## src/design/daq_pkg.sv

```systemverilog
package daq_pkg;

	typedef logic [15:0] word_t;     // Low byte goes out first
	typedef logic [1:0]  charisk_t;  // One K flag per byte
	typedef logic [15:0] crc_t;
	typedef logic [9:0]  pkt_len_t;
	typedef logic [2:0]  rom_addr_t;

	typedef enum logic [3:0] {
		ST_IDLE, ST_SOP, ST_PREAMBLE, ST_SOF, ST_DATA, ST_TAIL, ST_EOP, ST_EXTEND, ST_GAP
	} frame_state_t;

	//////////////////////
	// 8b/10b octets
	//////////////////////
	localparam logic [7:0] K28_5    = 8'hBC;
	localparam logic [7:0] D16_2    = 8'h50;
	localparam logic [7:0] K27_7    = 8'hFB;  // /S/ start of packet
	localparam logic [7:0] K23_7    = 8'hF7;  // /R/ carrier extend
	localparam logic [7:0] K29_7    = 8'hFD;  // /T/ end of packet
	localparam logic [7:0] PRMBL    = 8'h55;
	localparam logic [7:0] SOF_BYTE = 8'hD5;

	//////////////////////
	// Frame words and K flags
	//////////////////////
	localparam word_t IDLE2          = {D16_2, K28_5};
	localparam word_t SOP_PRE        = {PRMBL, K27_7};
	localparam word_t PREAMBLE       = {PRMBL, PRMBL};
	localparam word_t SOF_PRE        = {SOF_BYTE, PRMBL};
	localparam word_t DATA_FILL      = 16'h0000;
	localparam word_t END_OF_PACKET  = {K23_7, K29_7};
	localparam word_t CARRIER_EXTEND = {K23_7, K23_7};

	localparam charisk_t IDLE2_K          = 2'b01;
	localparam charisk_t SOP_PRE_K        = 2'b01;
	localparam charisk_t PREAMBLE_K       = 2'b00;
	localparam charisk_t SOF_PRE_K        = 2'b00;
	localparam charisk_t DATA_FILL_K      = 2'b00;
	localparam charisk_t END_OF_PACKET_K  = 2'b11;
	localparam charisk_t CARRIER_EXTEND_K = 2'b11;

	// Frame word table addresses
	localparam rom_addr_t ROM_IDLE = 3'd0;
	localparam rom_addr_t ROM_SOP  = 3'd1;
	localparam rom_addr_t ROM_PRE  = 3'd2;
	localparam rom_addr_t ROM_SOF  = 3'd3;
	localparam rom_addr_t ROM_FILL = 3'd4;
	localparam rom_addr_t ROM_EOP  = 3'd5;
	localparam rom_addr_t ROM_EXT  = 3'd6;

	localparam crc_t CRC_POLY = 16'h1021;  // CRC-16-CCITT
	localparam crc_t CRC_INIT = 16'hFFFF;

	localparam pkt_len_t PKT_LEN_RST = 10'd800;  // Reported before the first frame

endpackage

```

## src/design/pkt_len_counter.sv

```systemverilog
`timescale 1ns/100ps

module pkt_len_counter
	import daq_pkg::*;
(
	input  logic     usr_clk_wordwise,
	input  logic     arst,
	input  logic     crc_calc_i,
	input  logic     clr_i,
	input  logic     frame_end_i,
	output pkt_len_t pkt_len_o
);

	pkt_len_t cnt;  // Words of the frame in flight

	always_ff @(posedge usr_clk_wordwise or posedge arst)
	begin
		if (arst)
			cnt <= '0;
		else if (clr_i)
			cnt <= '0;
		else if (crc_calc_i)
			cnt <= cnt + 1'b1;
	end

	// Hold the last complete frame
	always_ff @(posedge usr_clk_wordwise or posedge arst)
	begin
		if (arst)
			pkt_len_o <= PKT_LEN_RST;
		else if (frame_end_i)
			pkt_len_o <= cnt;
	end

endmodule

```

## config.mk

```make
export PLATFORM = sky130hd
export DESIGN_NAME = pkt_len_counter
export DESIGN_NICKNAME = d
export VERILOG_FILES = /design/src/design/daq_pkg.sv /design/src/design/pkt_len_counter.sv
export SDC_FILE = /design/constraint.sdc
export NUM_CORES = 1
export LEC_CHECK = 0
export BUFFER_PORTS_ARGS = -buffer_cell sky130_fd_sc_hd__clkbuf_2
export CAP_MARGIN = 25
export CORE_UTILIZATION = 56
export CTS_BUF_LIST = sky130_fd_sc_hd__clkbuf_4
export DETAILED_ROUTE_END_ITERATION = 10
export PLACE_DENSITY_LB_ADDON = 0.3
export SKIP_CTS_REPAIR_TIMING = 1
export SYNTH_ARGS = -nofsm -noshare
export SYNTH_HDL_FRONTEND = slang
export SYNTH_SLANG_ARGS = --single-unit
```

## constraint.sdc

```tcl
create_clock -name usr_clk_wordwise -period 1.9 [get_ports usr_clk_wordwise]
set_clock_uncertainty 0.2 [all_clocks]
set_input_delay 0.285 -clock usr_clk_wordwise [delete_from_list [all_inputs] [get_ports usr_clk_wordwise]]
set_output_delay 0.285 -clock usr_clk_wordwise [all_outputs]
set_load 0.005 [all_outputs]
```

Word-level counts from Yosys, hierarchy flattened
Cells that the tools add are included.
Word-level totals
  flip-flop bits (word level): 20
  output and inout bits: 10
  logic and storage cells: 6
Operators by class
  add/sub/neg operators: 1
  multiplexer cells: 2
  reductions and logical operators: 1
Operators by type and width (count)
  two-way mux 10 bit: 2
  adder 10 x 1 -> 10 bit (second input constant): 1
  nonzero test 2 bit: 1

Logic depth before layout (Yosys ltp)
Gate-level depths: netlist of run 1.
  depth in word-level cells: 3
  mapped depth: 4
  mapped depth without buffers: 4

Least setup slack after synthesis of run 1
Ideal clock, no wire load.
  path kind: register to register
  start point: register cnt[0]
  end point: register cnt[9]
  arrival: 1227 ps
  data required time: 1622 ps
  setup slack: 395 ps
  cell stages (with the launch flop): 4
  path buffers: 0
  period minus slack after synthesis: 1505 ps
  path through: dfrtp_1 > o2111ai_2 > or4_1 > a21oi_1
On the way
  word-level cells in the longest chain between the ends: 3
Ends and longest elaborated chain
  start, declared: RTL line pkt_len_counter.sv:14  | pkt_len_t cnt;
  start signal, assigned: RTL line pkt_len_counter.sv:23  | cnt <= cnt + 1'b1;
  adder 10 x 1 -> 10 bit: RTL line pkt_len_counter.sv:23
  two-way mux 10 bit: RTL line pkt_len_counter.sv:22  | else if (crc_calc_i)
  two-way mux 10 bit: RTL line pkt_len_counter.sv:20  | else if (clr_i)
No other way between the ends. The select of a mux whose other input is x is not followed.
A chain may end at the register's enable or synchronous reset.

Final worst setup path of run 1
  start point: register cnt[0]
  end point: register cnt[8]
The elaborated chain is that of the path after synthesis.

==> results of run 1 <==
-- cell families after synthesis --
family                   Yosys count
AO/OA/AOI/OAI                     11
XOR/XNOR                           4
adder cells (fa/ha/maj)            1
buffers and inverters              5
flip-flops                        20
multiplexers                      11
AND/OR/NAND/NOR                   17
-- stage by stage --
| stage | util | worst slack [ps] | cell area, sq um | total power, mW |
|---|---|---|---|---|
| CTS | 0.716 | 224 | 978 | 0.718 |
| floorplan | - | 395 | 860 | 0.484 |
| global route | 0.723 | 146 | 988 | 0.740 |
| finish | 0.723 | 227 | 988 | 0.716 |
| detailed placement | 0.694 | 253 | 948 | 0.503 |
| global placement | 0.694 | 329 | 948 | 0.500 |
-- state kept, by name, summed over array words and instances, names as in the netlist --
| signal | count |
|---|---|
| pkt_len_o | 10 |
| cnt | 10 |
-- cell type report --
type / count / area share
clock buffers: 4 / 0.0304
inverters: 2 / 0.00759
multi-input cells: 44 / 0.337
flip-flops and latches: 20 / 0.510
well taps: 15 / 0.0190
repair buffers: 17 / 0.0962
-- worst max path at each step --
stage | start | endpoint | slack (ps) | cells after the start
final | cnt[0] | cnt[8] | 230 | 4
after global placement | crc_calc_i | cnt[9] | 330 | 4
after floorplan | cnt[0] | cnt[9] | 390 | 3
after detailed placement | cnt[0] | cnt[8] | 250 | 4
after global routing | cnt[0] | cnt[8] | 150 | 4
after CTS | cnt[0] | cnt[8] | 220 | 4
-- worst min-delay path, delay by kind of cell --
kind,cells,cell delay [ps]
AND/OR/NAND/NOR,1,70
XOR/XNOR,1,80
buffers and inverters,1,160
-- per-layer routing --
metal  track usage  wire [um]
met1         0.229        653
met2         0.391        734
met3        0.0489         46
met5             0          0
met4        0.0968         12
-- Yosys cell counts --
cell	n
a21oi_1	5
nand3_1	2
mux2_2	10
buf_4	1
or4_1	2
nand2_1	3
xor2_1	3
mux2i_1	1
nor2_1	5
nand4_1	1
nand4_2	1
or3_1	3
ha_1	1
dfrtp_1	17
clkbuf_1	2
o31ai_1	2
o21ai_0	3
o2111ai_2	1
xnor2_1	1
dfstp_2	3
inv_1	2
-- power breakdown --
group | leakage [nW] | total [mW] | switching [mW] | internal (mW)
clock | 0.0184 | 0.220 | 0.124 | 0.0959
sequential | 0.265 | 0.445 | 0.00884 | 0.436
combinational | 0.196 | 0.0516 | 0.0275 | 0.0241
==> results.yml, run 1 <==
run_status:
  status: "finished, final reports clean"
hold_path:
  worstHoldPathType: "input port to flop"
  min-delay-start: "crc_calc_i"
  holdPathStages: 3
  min_to: "cnt[0]"
final_layout:
  synthToLayoutAreaGrowth_pct: 15.0
  fillCellCount: 114
  multi_input_area_sq_um: 333
  fin_nets: 94
  antenna_cells: 0
  final_common_cell: "dfrtp_1"
  layout-drive-gt1-share: 0.402
  stdcell_count: 102
  final_cell_mix: "dfrtp_1, clkbuf_2, mux2_2"
  regArea_sq_um: 504
clock_tree:
  insertion_delay_ps: 300
  cts_tree: "yes"
  cts_buffers: 3
  cts.sinks: 20
  clockBufferDepth: 2
  htree_levels: 1
  ctsRootBufferMaster: "clkbuf_4"
  clk_pin_slew_ps: 100
placed_design:
  hpwl_um: 1010
  routabilityCongestion: 0.746
  portBuffers: 14
  place_inst: 97
setup_path:
  critPathCaptureType: "flop"
  cpMaxStageDelayCell: "or4_1"
  cp_max_fo: 4
  path_cells: "ha_1 > nand3_1 > or4_1 > a21oi_1"
  timing.rr.end: "cnt[8]"
  reg2reg_slack_ps: 230
  path_buf_inv: 0
  rr_startpoint: "cnt[0]"
  arrival_ps: 1700
  critPathRequiredTime_ps: 1920
  crit_path_start_kind: "flop"
  slowest_delay_ps: 440
  cp_top_family: "simple AND/OR/NAND/NOR gates"
  reg2reg_depth: 4
  path_class: "flop to flop"
yosys:
  yosysTopAreaCellShare: 0.495
  synth-xor-area-share: 0.0408
  yosysWarnings: 0
  muxShareOfSynthArea: 0.143
  synth_largest_area_cell: "dfrtp_1"
  synth-adder-area-share: 0.0146
  postSynthNetCount: 75
  synth_area_per_cell_sq_um: 12.5
  synth_cells: 69
  synth.yosys.seq_area_share: 0.587
  synth_area_leaders: "dfrtp_1, mux2_2, dfstp_2, xor2_1, a21oi_1"
  synth_compound_area_frac: 0.0815
  synth_top_family_by_area: "multiplexers"
  netlist_area_sq_um: 860
  synth_cell_types: 21
  synth_simple_gate_area_frac: 0.108
  ys_ff_latch: 20
route:
  detail_route.wl_per_cell_um: 14.2
  vias: 589
  drcViolationCount: 0
  ant_nets: 0
  drt-pass1-iter-count: 2
  drt_iter0_drc: 6
  routed_wl_um: 1450
  viasPerCell: 5.77
timing:
  post-route-period-util: 0.881
  drv_slew: 0
  fin_crit_ps: 1670
  hold_viol: 0
  whs_ps: 138
  fin_setup_tns_ps: 0
  relSlewSlack: 0.778
  fmax_ghz: 0.598
  tightest_slew_ps: 332
  rsz0062_at_grt: "no"
  report.final.setup_viol: 0
floorplan:
  die_area_sq_um: 1700
  die_h_um: 41.2
  fp-row-count: 13
  io_pins: 15
  initial_core_util: 0.629
  core_sq_um: 1370
  fp.dieW_um: 41.2
power:
  irDropWorstVdd_mv: 0.486
  p_per_area_nw_per_um2: 725
  power.leakage_nw: 0.480
global_route:
  antenna_found_initial: 0
  grt_pass1_vias: 546
  overflow: 0
  globalRouteTotalUtil: 0.213
  grt_pass1_wl_um: 2260
  grt_max_degree: 21
flow_run:
  drv_cap: 0
Power figures use the tool's default switching activity.
==> run 2, diff against run 1 <==
==> constraint.sdc (replaced) <==
create_clock -name usr_clk_wordwise -period 1.9 [get_ports usr_clk_wordwise]
set_clock_uncertainty 0.2 [all_clocks]
set_input_delay 0.095 -clock usr_clk_wordwise [delete_from_list [all_inputs] [get_ports usr_clk_wordwise]]
set_output_delay 0.095 -clock usr_clk_wordwise [all_outputs]
set_load 0.005 [all_outputs]
==> results.yml, run 2 (synthesized netlist as in run 1, its figures left out) <==
route:
  viasPerCell: 5.52
  ant_nets: 0
  drcViolationCount: 0
  routed_wl_um: 1460
  detail_route.wl_per_cell_um: 14.3
  drt_iter0_drc: 8
  vias: 563
  drt-pass1-iter-count: 4
clock_tree:
  clockBufferDepth: 2
  cts_tree: "yes"
  htree_levels: 1
  ctsRootBufferMaster: "clkbuf_4"
  clk_pin_slew_ps: 100
  insertion_delay_ps: 290
  cts_buffers: 3
  cts.sinks: 20
global_route:
  grt_max_degree: 21
  overflow: 0
  use_met1: 0.275
  busiest_layer: "met2"
  grtUsageMet2: 0.328
  grt_pass1_wl_um: 2210
  antenna_found_initial: 0
  grt_pass1_vias: 506
  globalRouteTotalUtil: 0.210
  met3_usage: 0.0326
placed_design:
  routabilityCongestion: 0.727
  portBuffers: 14
  pre_cts_ws_ps: 270
  hpwl_um: 1020
setup_path:
  critPathCaptureType: "flop"
  arrival_ps: 1720
  critPathRequiredTime_ps: 1910
  path_class: "input port to flop"
  cp_max_fo: 7
  crit_path_start_kind: "input port"
run_status:
  status: "finished, final reports clean"
flow_run:
  drv_cap: 0
floorplan:
  fp.dieW_um: 41.2
  die_h_um: 41.2
  core_sq_um: 1370
  io_pins: 15
  fp-row-count: 13
  initial_core_util: 0.629
  die_area_sq_um: 1700
timing:
  fin_crit_ps: 1700
  whs_ps: 74.3
  rsz0062_at_grt: "no"
  drv_slew: 0
  post-route-period-util: 0.897
  relSlewSlack: 0.517
  fmax_ghz: 0.587
  tightest_slew_ps: 724
  fin_setup_tns_ps: 0
  report.final.setup_viol: 0
  hold_viol: 0
  setup_slack_ps: 196
hold_path:
  worstHoldPathType: "input port to flop"
final_layout:
  fin_nets: 94
  synthToLayoutAreaGrowth_pct: 15.1
  layout-drive-gt1-share: 0.368
  utilization: 0.724
  antenna_cells: 0
  final_cell_mix: "dfrtp_1, clkbuf_2, mux2_2"
  final_common_cell: "dfrtp_1"
  largestRegisters: "cnt (10), pkt_len_o (10)"
power:
  power.leakage_nw: 0.476
  irDropWorstVdd_mv: 0.544
  p_per_area_nw_per_um2: 696
  total_power_uw: 689
## run 2: changes by cell type in the layout (fill, tap and decap cells not counted)
cell,previous run,this run
buf_4,2,0
dlygate4sd3_1,1,3
clkbuf_4,4,3
clkinv_1,0,1
## run 2: where the power goes
group          total (mW)  internal (mW)  switching [mW]
clock network       0.193         0.0763           0.116
logic              0.0520         0.0240          0.0280
registers           0.444          0.436         0.00829
## run 2: worst paths after layout
kind	start	end	slack [ps]	cells after the start
setup reg to reg	cnt[0]	cnt[8]	260	4
min in group asynchronous	arst	cnt[6]	250	3
setup / recovery	crc_calc_i	cnt[9]	200	5
max in group asynchronous	arst	pkt_len_o[4]	800	3
hold reg to reg	pkt_len_o[0]	pkt_len_o[0]	310	1
hold / removal	frame_end_i	pkt_len_o[8]	70	2
## run 2: routing by layer
metal,vias up,share of wire
met1,265,0.44
met2,13,0.52
met3,2,0.031
met4,0,0.012
met5,-,0
li1,283,-
## run 2: final cells by class
type | count | area (sq um)
sequential | 20 | 504
tap | 15 | 18.8
multi-input combinational | 44 | 333
clock buffer | 3 | 22.5
timing repair buffer | 17 | 100
clock inverter | 1 | 3.75
inverter | 2 | 7.51
fill | 112 | 377
## run 2: metrics by stage
step	cells	instance area [sq um]
after detailed placement	95	933
after global placement	95	933
after floorplan	69	860
final	102	990
after global routing	102	990
after CTS	99	960
## run 2: critical path: stages
cell and delay [ps]:
dlygate4sd3_1 530, clkbuf_2 180, o2111ai_2 210, or4_1 540
a21oi_1 170
==> run 3, diff against run 2 <==
--- a/config.mk
+++ b/config.mk
@@ -11,6 +11,7 @@
 export CTS_BUF_LIST = sky130_fd_sc_hd__clkbuf_4
 export DETAILED_ROUTE_END_ITERATION = 10
 export PLACE_DENSITY_LB_ADDON = 0.3
+export SETUP_SLACK_MARGIN = 0.2
 export SKIP_CTS_REPAIR_TIMING = 1
 export SYNTH_ARGS = -nofsm -noshare
 export SYNTH_HDL_FRONTEND = slang
==> results.yml, run 3 (synthesized netlist as in run 1, its figures left out) <==
final_layout:
  fin_nets: 94
  final_common_cell: "dfrtp_1"
  largestRegisters: "cnt (10), pkt_len_o (10)"
  utilization: 0.737
  finish.instance_area_sq_um: 1010
  final_cell_mix: "dfrtp_1, clkbuf_2, mux2_2"
  fillCellCount: 106
  antenna_cells: 0
  synthToLayoutAreaGrowth_pct: 17.2
  stdcell_count: 102
  layout-drive-gt1-share: 0.414
clock_tree:
  clockBufferDepth: 2
  insertion_delay_ps: 300
  clk_pin_slew_ps: 100
  cts_buffers: 3
  cts.sinks: 20
  cts_tree: "yes"
  htree_levels: 1
  ctsRootBufferMaster: "clkbuf_4"
setup_path:
  cp_max_fo: 7
  critPathRequiredTime_ps: 1920
  crit_path_start_kind: "flop"
  path_class: "flop to flop"
  critPathCaptureType: "flop"
  arrival_ps: 1660
placed_design:
  pre_cts_ws_ps: 270
  portBuffers: 14
  place_area_sq_um: 933
  place_inst: 95
  routabilityCongestion: 0.727
  hpwl_um: 1020
hold_path:
  worstHoldPathType: "input port to flop"
power:
  power.leakage_nw: 0.475
  power.share.clock: 0.283
  total_power_uw: 698
  p_per_area_nw_per_um2: 693
  power_frac_seq: 0.639
  switchingPower_uw: 160
  irDropWorstVdd_mv: 0.545
  cellInternalPower_uw: 538
  swShare: 0.230
  p_comb_frac: 0.077
route:
  drt-pass1-iter-count: 3
  ant_nets: 0
  drt_iter0_drc: 5
  detail_route.wl_per_cell_um: 14.1
  drcViolationCount: 0
  routed_wl_um: 1440
  viasPerCell: 5.50
  vias: 561
global_route:
  globalRouteTotalUtil: 0.210
  grt_pass1_vias: 506
  antenna_found_initial: 0
  overflow: 0
  grt_pass1_wl_um: 2210
  grt_max_degree: 21
flow_run:
  drv_cap: 0
run_status:
  status: "finished with violations"
  violations: "hold timing"
floorplan:
  die_h_um: 41.2
  fp-row-count: 13
  die_area_sq_um: 1700
  fp.dieW_um: 41.2
  core_sq_um: 1370
  io_pins: 15
  initial_core_util: 0.629
timing:
  fin_setup_tns_ps: 0
  fin_crit_ps: 1640
  whs_ps: -77.8
  report.final.setup_viol: 0
  hold_viol: 9
  drv_slew: 0
  fmax_ghz: 0.610
  setup_slack_ps: 262
  relSlewSlack: 0.523
  tightest_slew_ps: 715
  post-route-period-util: 0.862
  rsz0062_at_grt: "yes"
## run 3: cell count changes in the layout (fill, tap and decap cells not counted)
cell,change
dfrtp_1,-1
nand3_2,+1
dfrtp_2,+1
nand3_1,-1
ha_1,-1
ha_2,+1
o2111ai_2,-1
dlygate4sd3_1,-1
o2111ai_4,+1
buf_4,+1
## run 3: metal layers
| layer | track usage | wire [um] | part of all wire |
|---|---|---|---|
| met1 | 0.275 | 669 | 0.47 |
| met2 | 0.328 | 717 | 0.50 |
| met3 | 0.0326 | 32 | 0.022 |
| met4 | 0.121 | 17 | 0.012 |
| met5 | 0 | 0 | 0 |
## run 3: power groups by stage
stage                     Combinational (mW)  Clock (mW)  Sequential (mW)
after global routing                  0.0610       0.219            0.447
after detailed placement              0.0475           0            0.453
after floorplan                       0.0326           0            0.451
after global placement                0.0463           0            0.452
final                                 0.0541       0.198            0.446
after CTS                             0.0476       0.205            0.444
## run 3: area by class of cell
type / instances / area [sq um] / share of cell area
sequential: 20 / 505 / 0.502
multi-input combinational: 44 / 352 / 0.349
timing repair buffer: 17 / 97.6 / 0.0969
clock buffer: 3 / 22.5 / 0.0224
tap: 15 / 18.8 / 0.0186
inverter: 2 / 7.51 / 0.00745
clock inverter: 1 / 3.75 / 0.00373
## run 3: final timing paths
kind                         startpoint           end  slack, ps  cells past startpoint
hold / removal                    clr_i        cnt[5]        -80                      2
min in group asynchronous          arst        cnt[6]        240                      3
setup reg to reg                 cnt[2]        cnt[9]        260                      3
max in group asynchronous          arst        cnt[0]        770                      3
setup / recovery                 cnt[2]        cnt[9]        260                      3
hold reg to reg            pkt_len_o[0]  pkt_len_o[0]        310                      1
## run 3: worst max-delay path: stages, from the launching register on
cell       delay [ps]
dfrtp_1           480
o2111ai_4         190
or4_1             530
a21oi_1           170
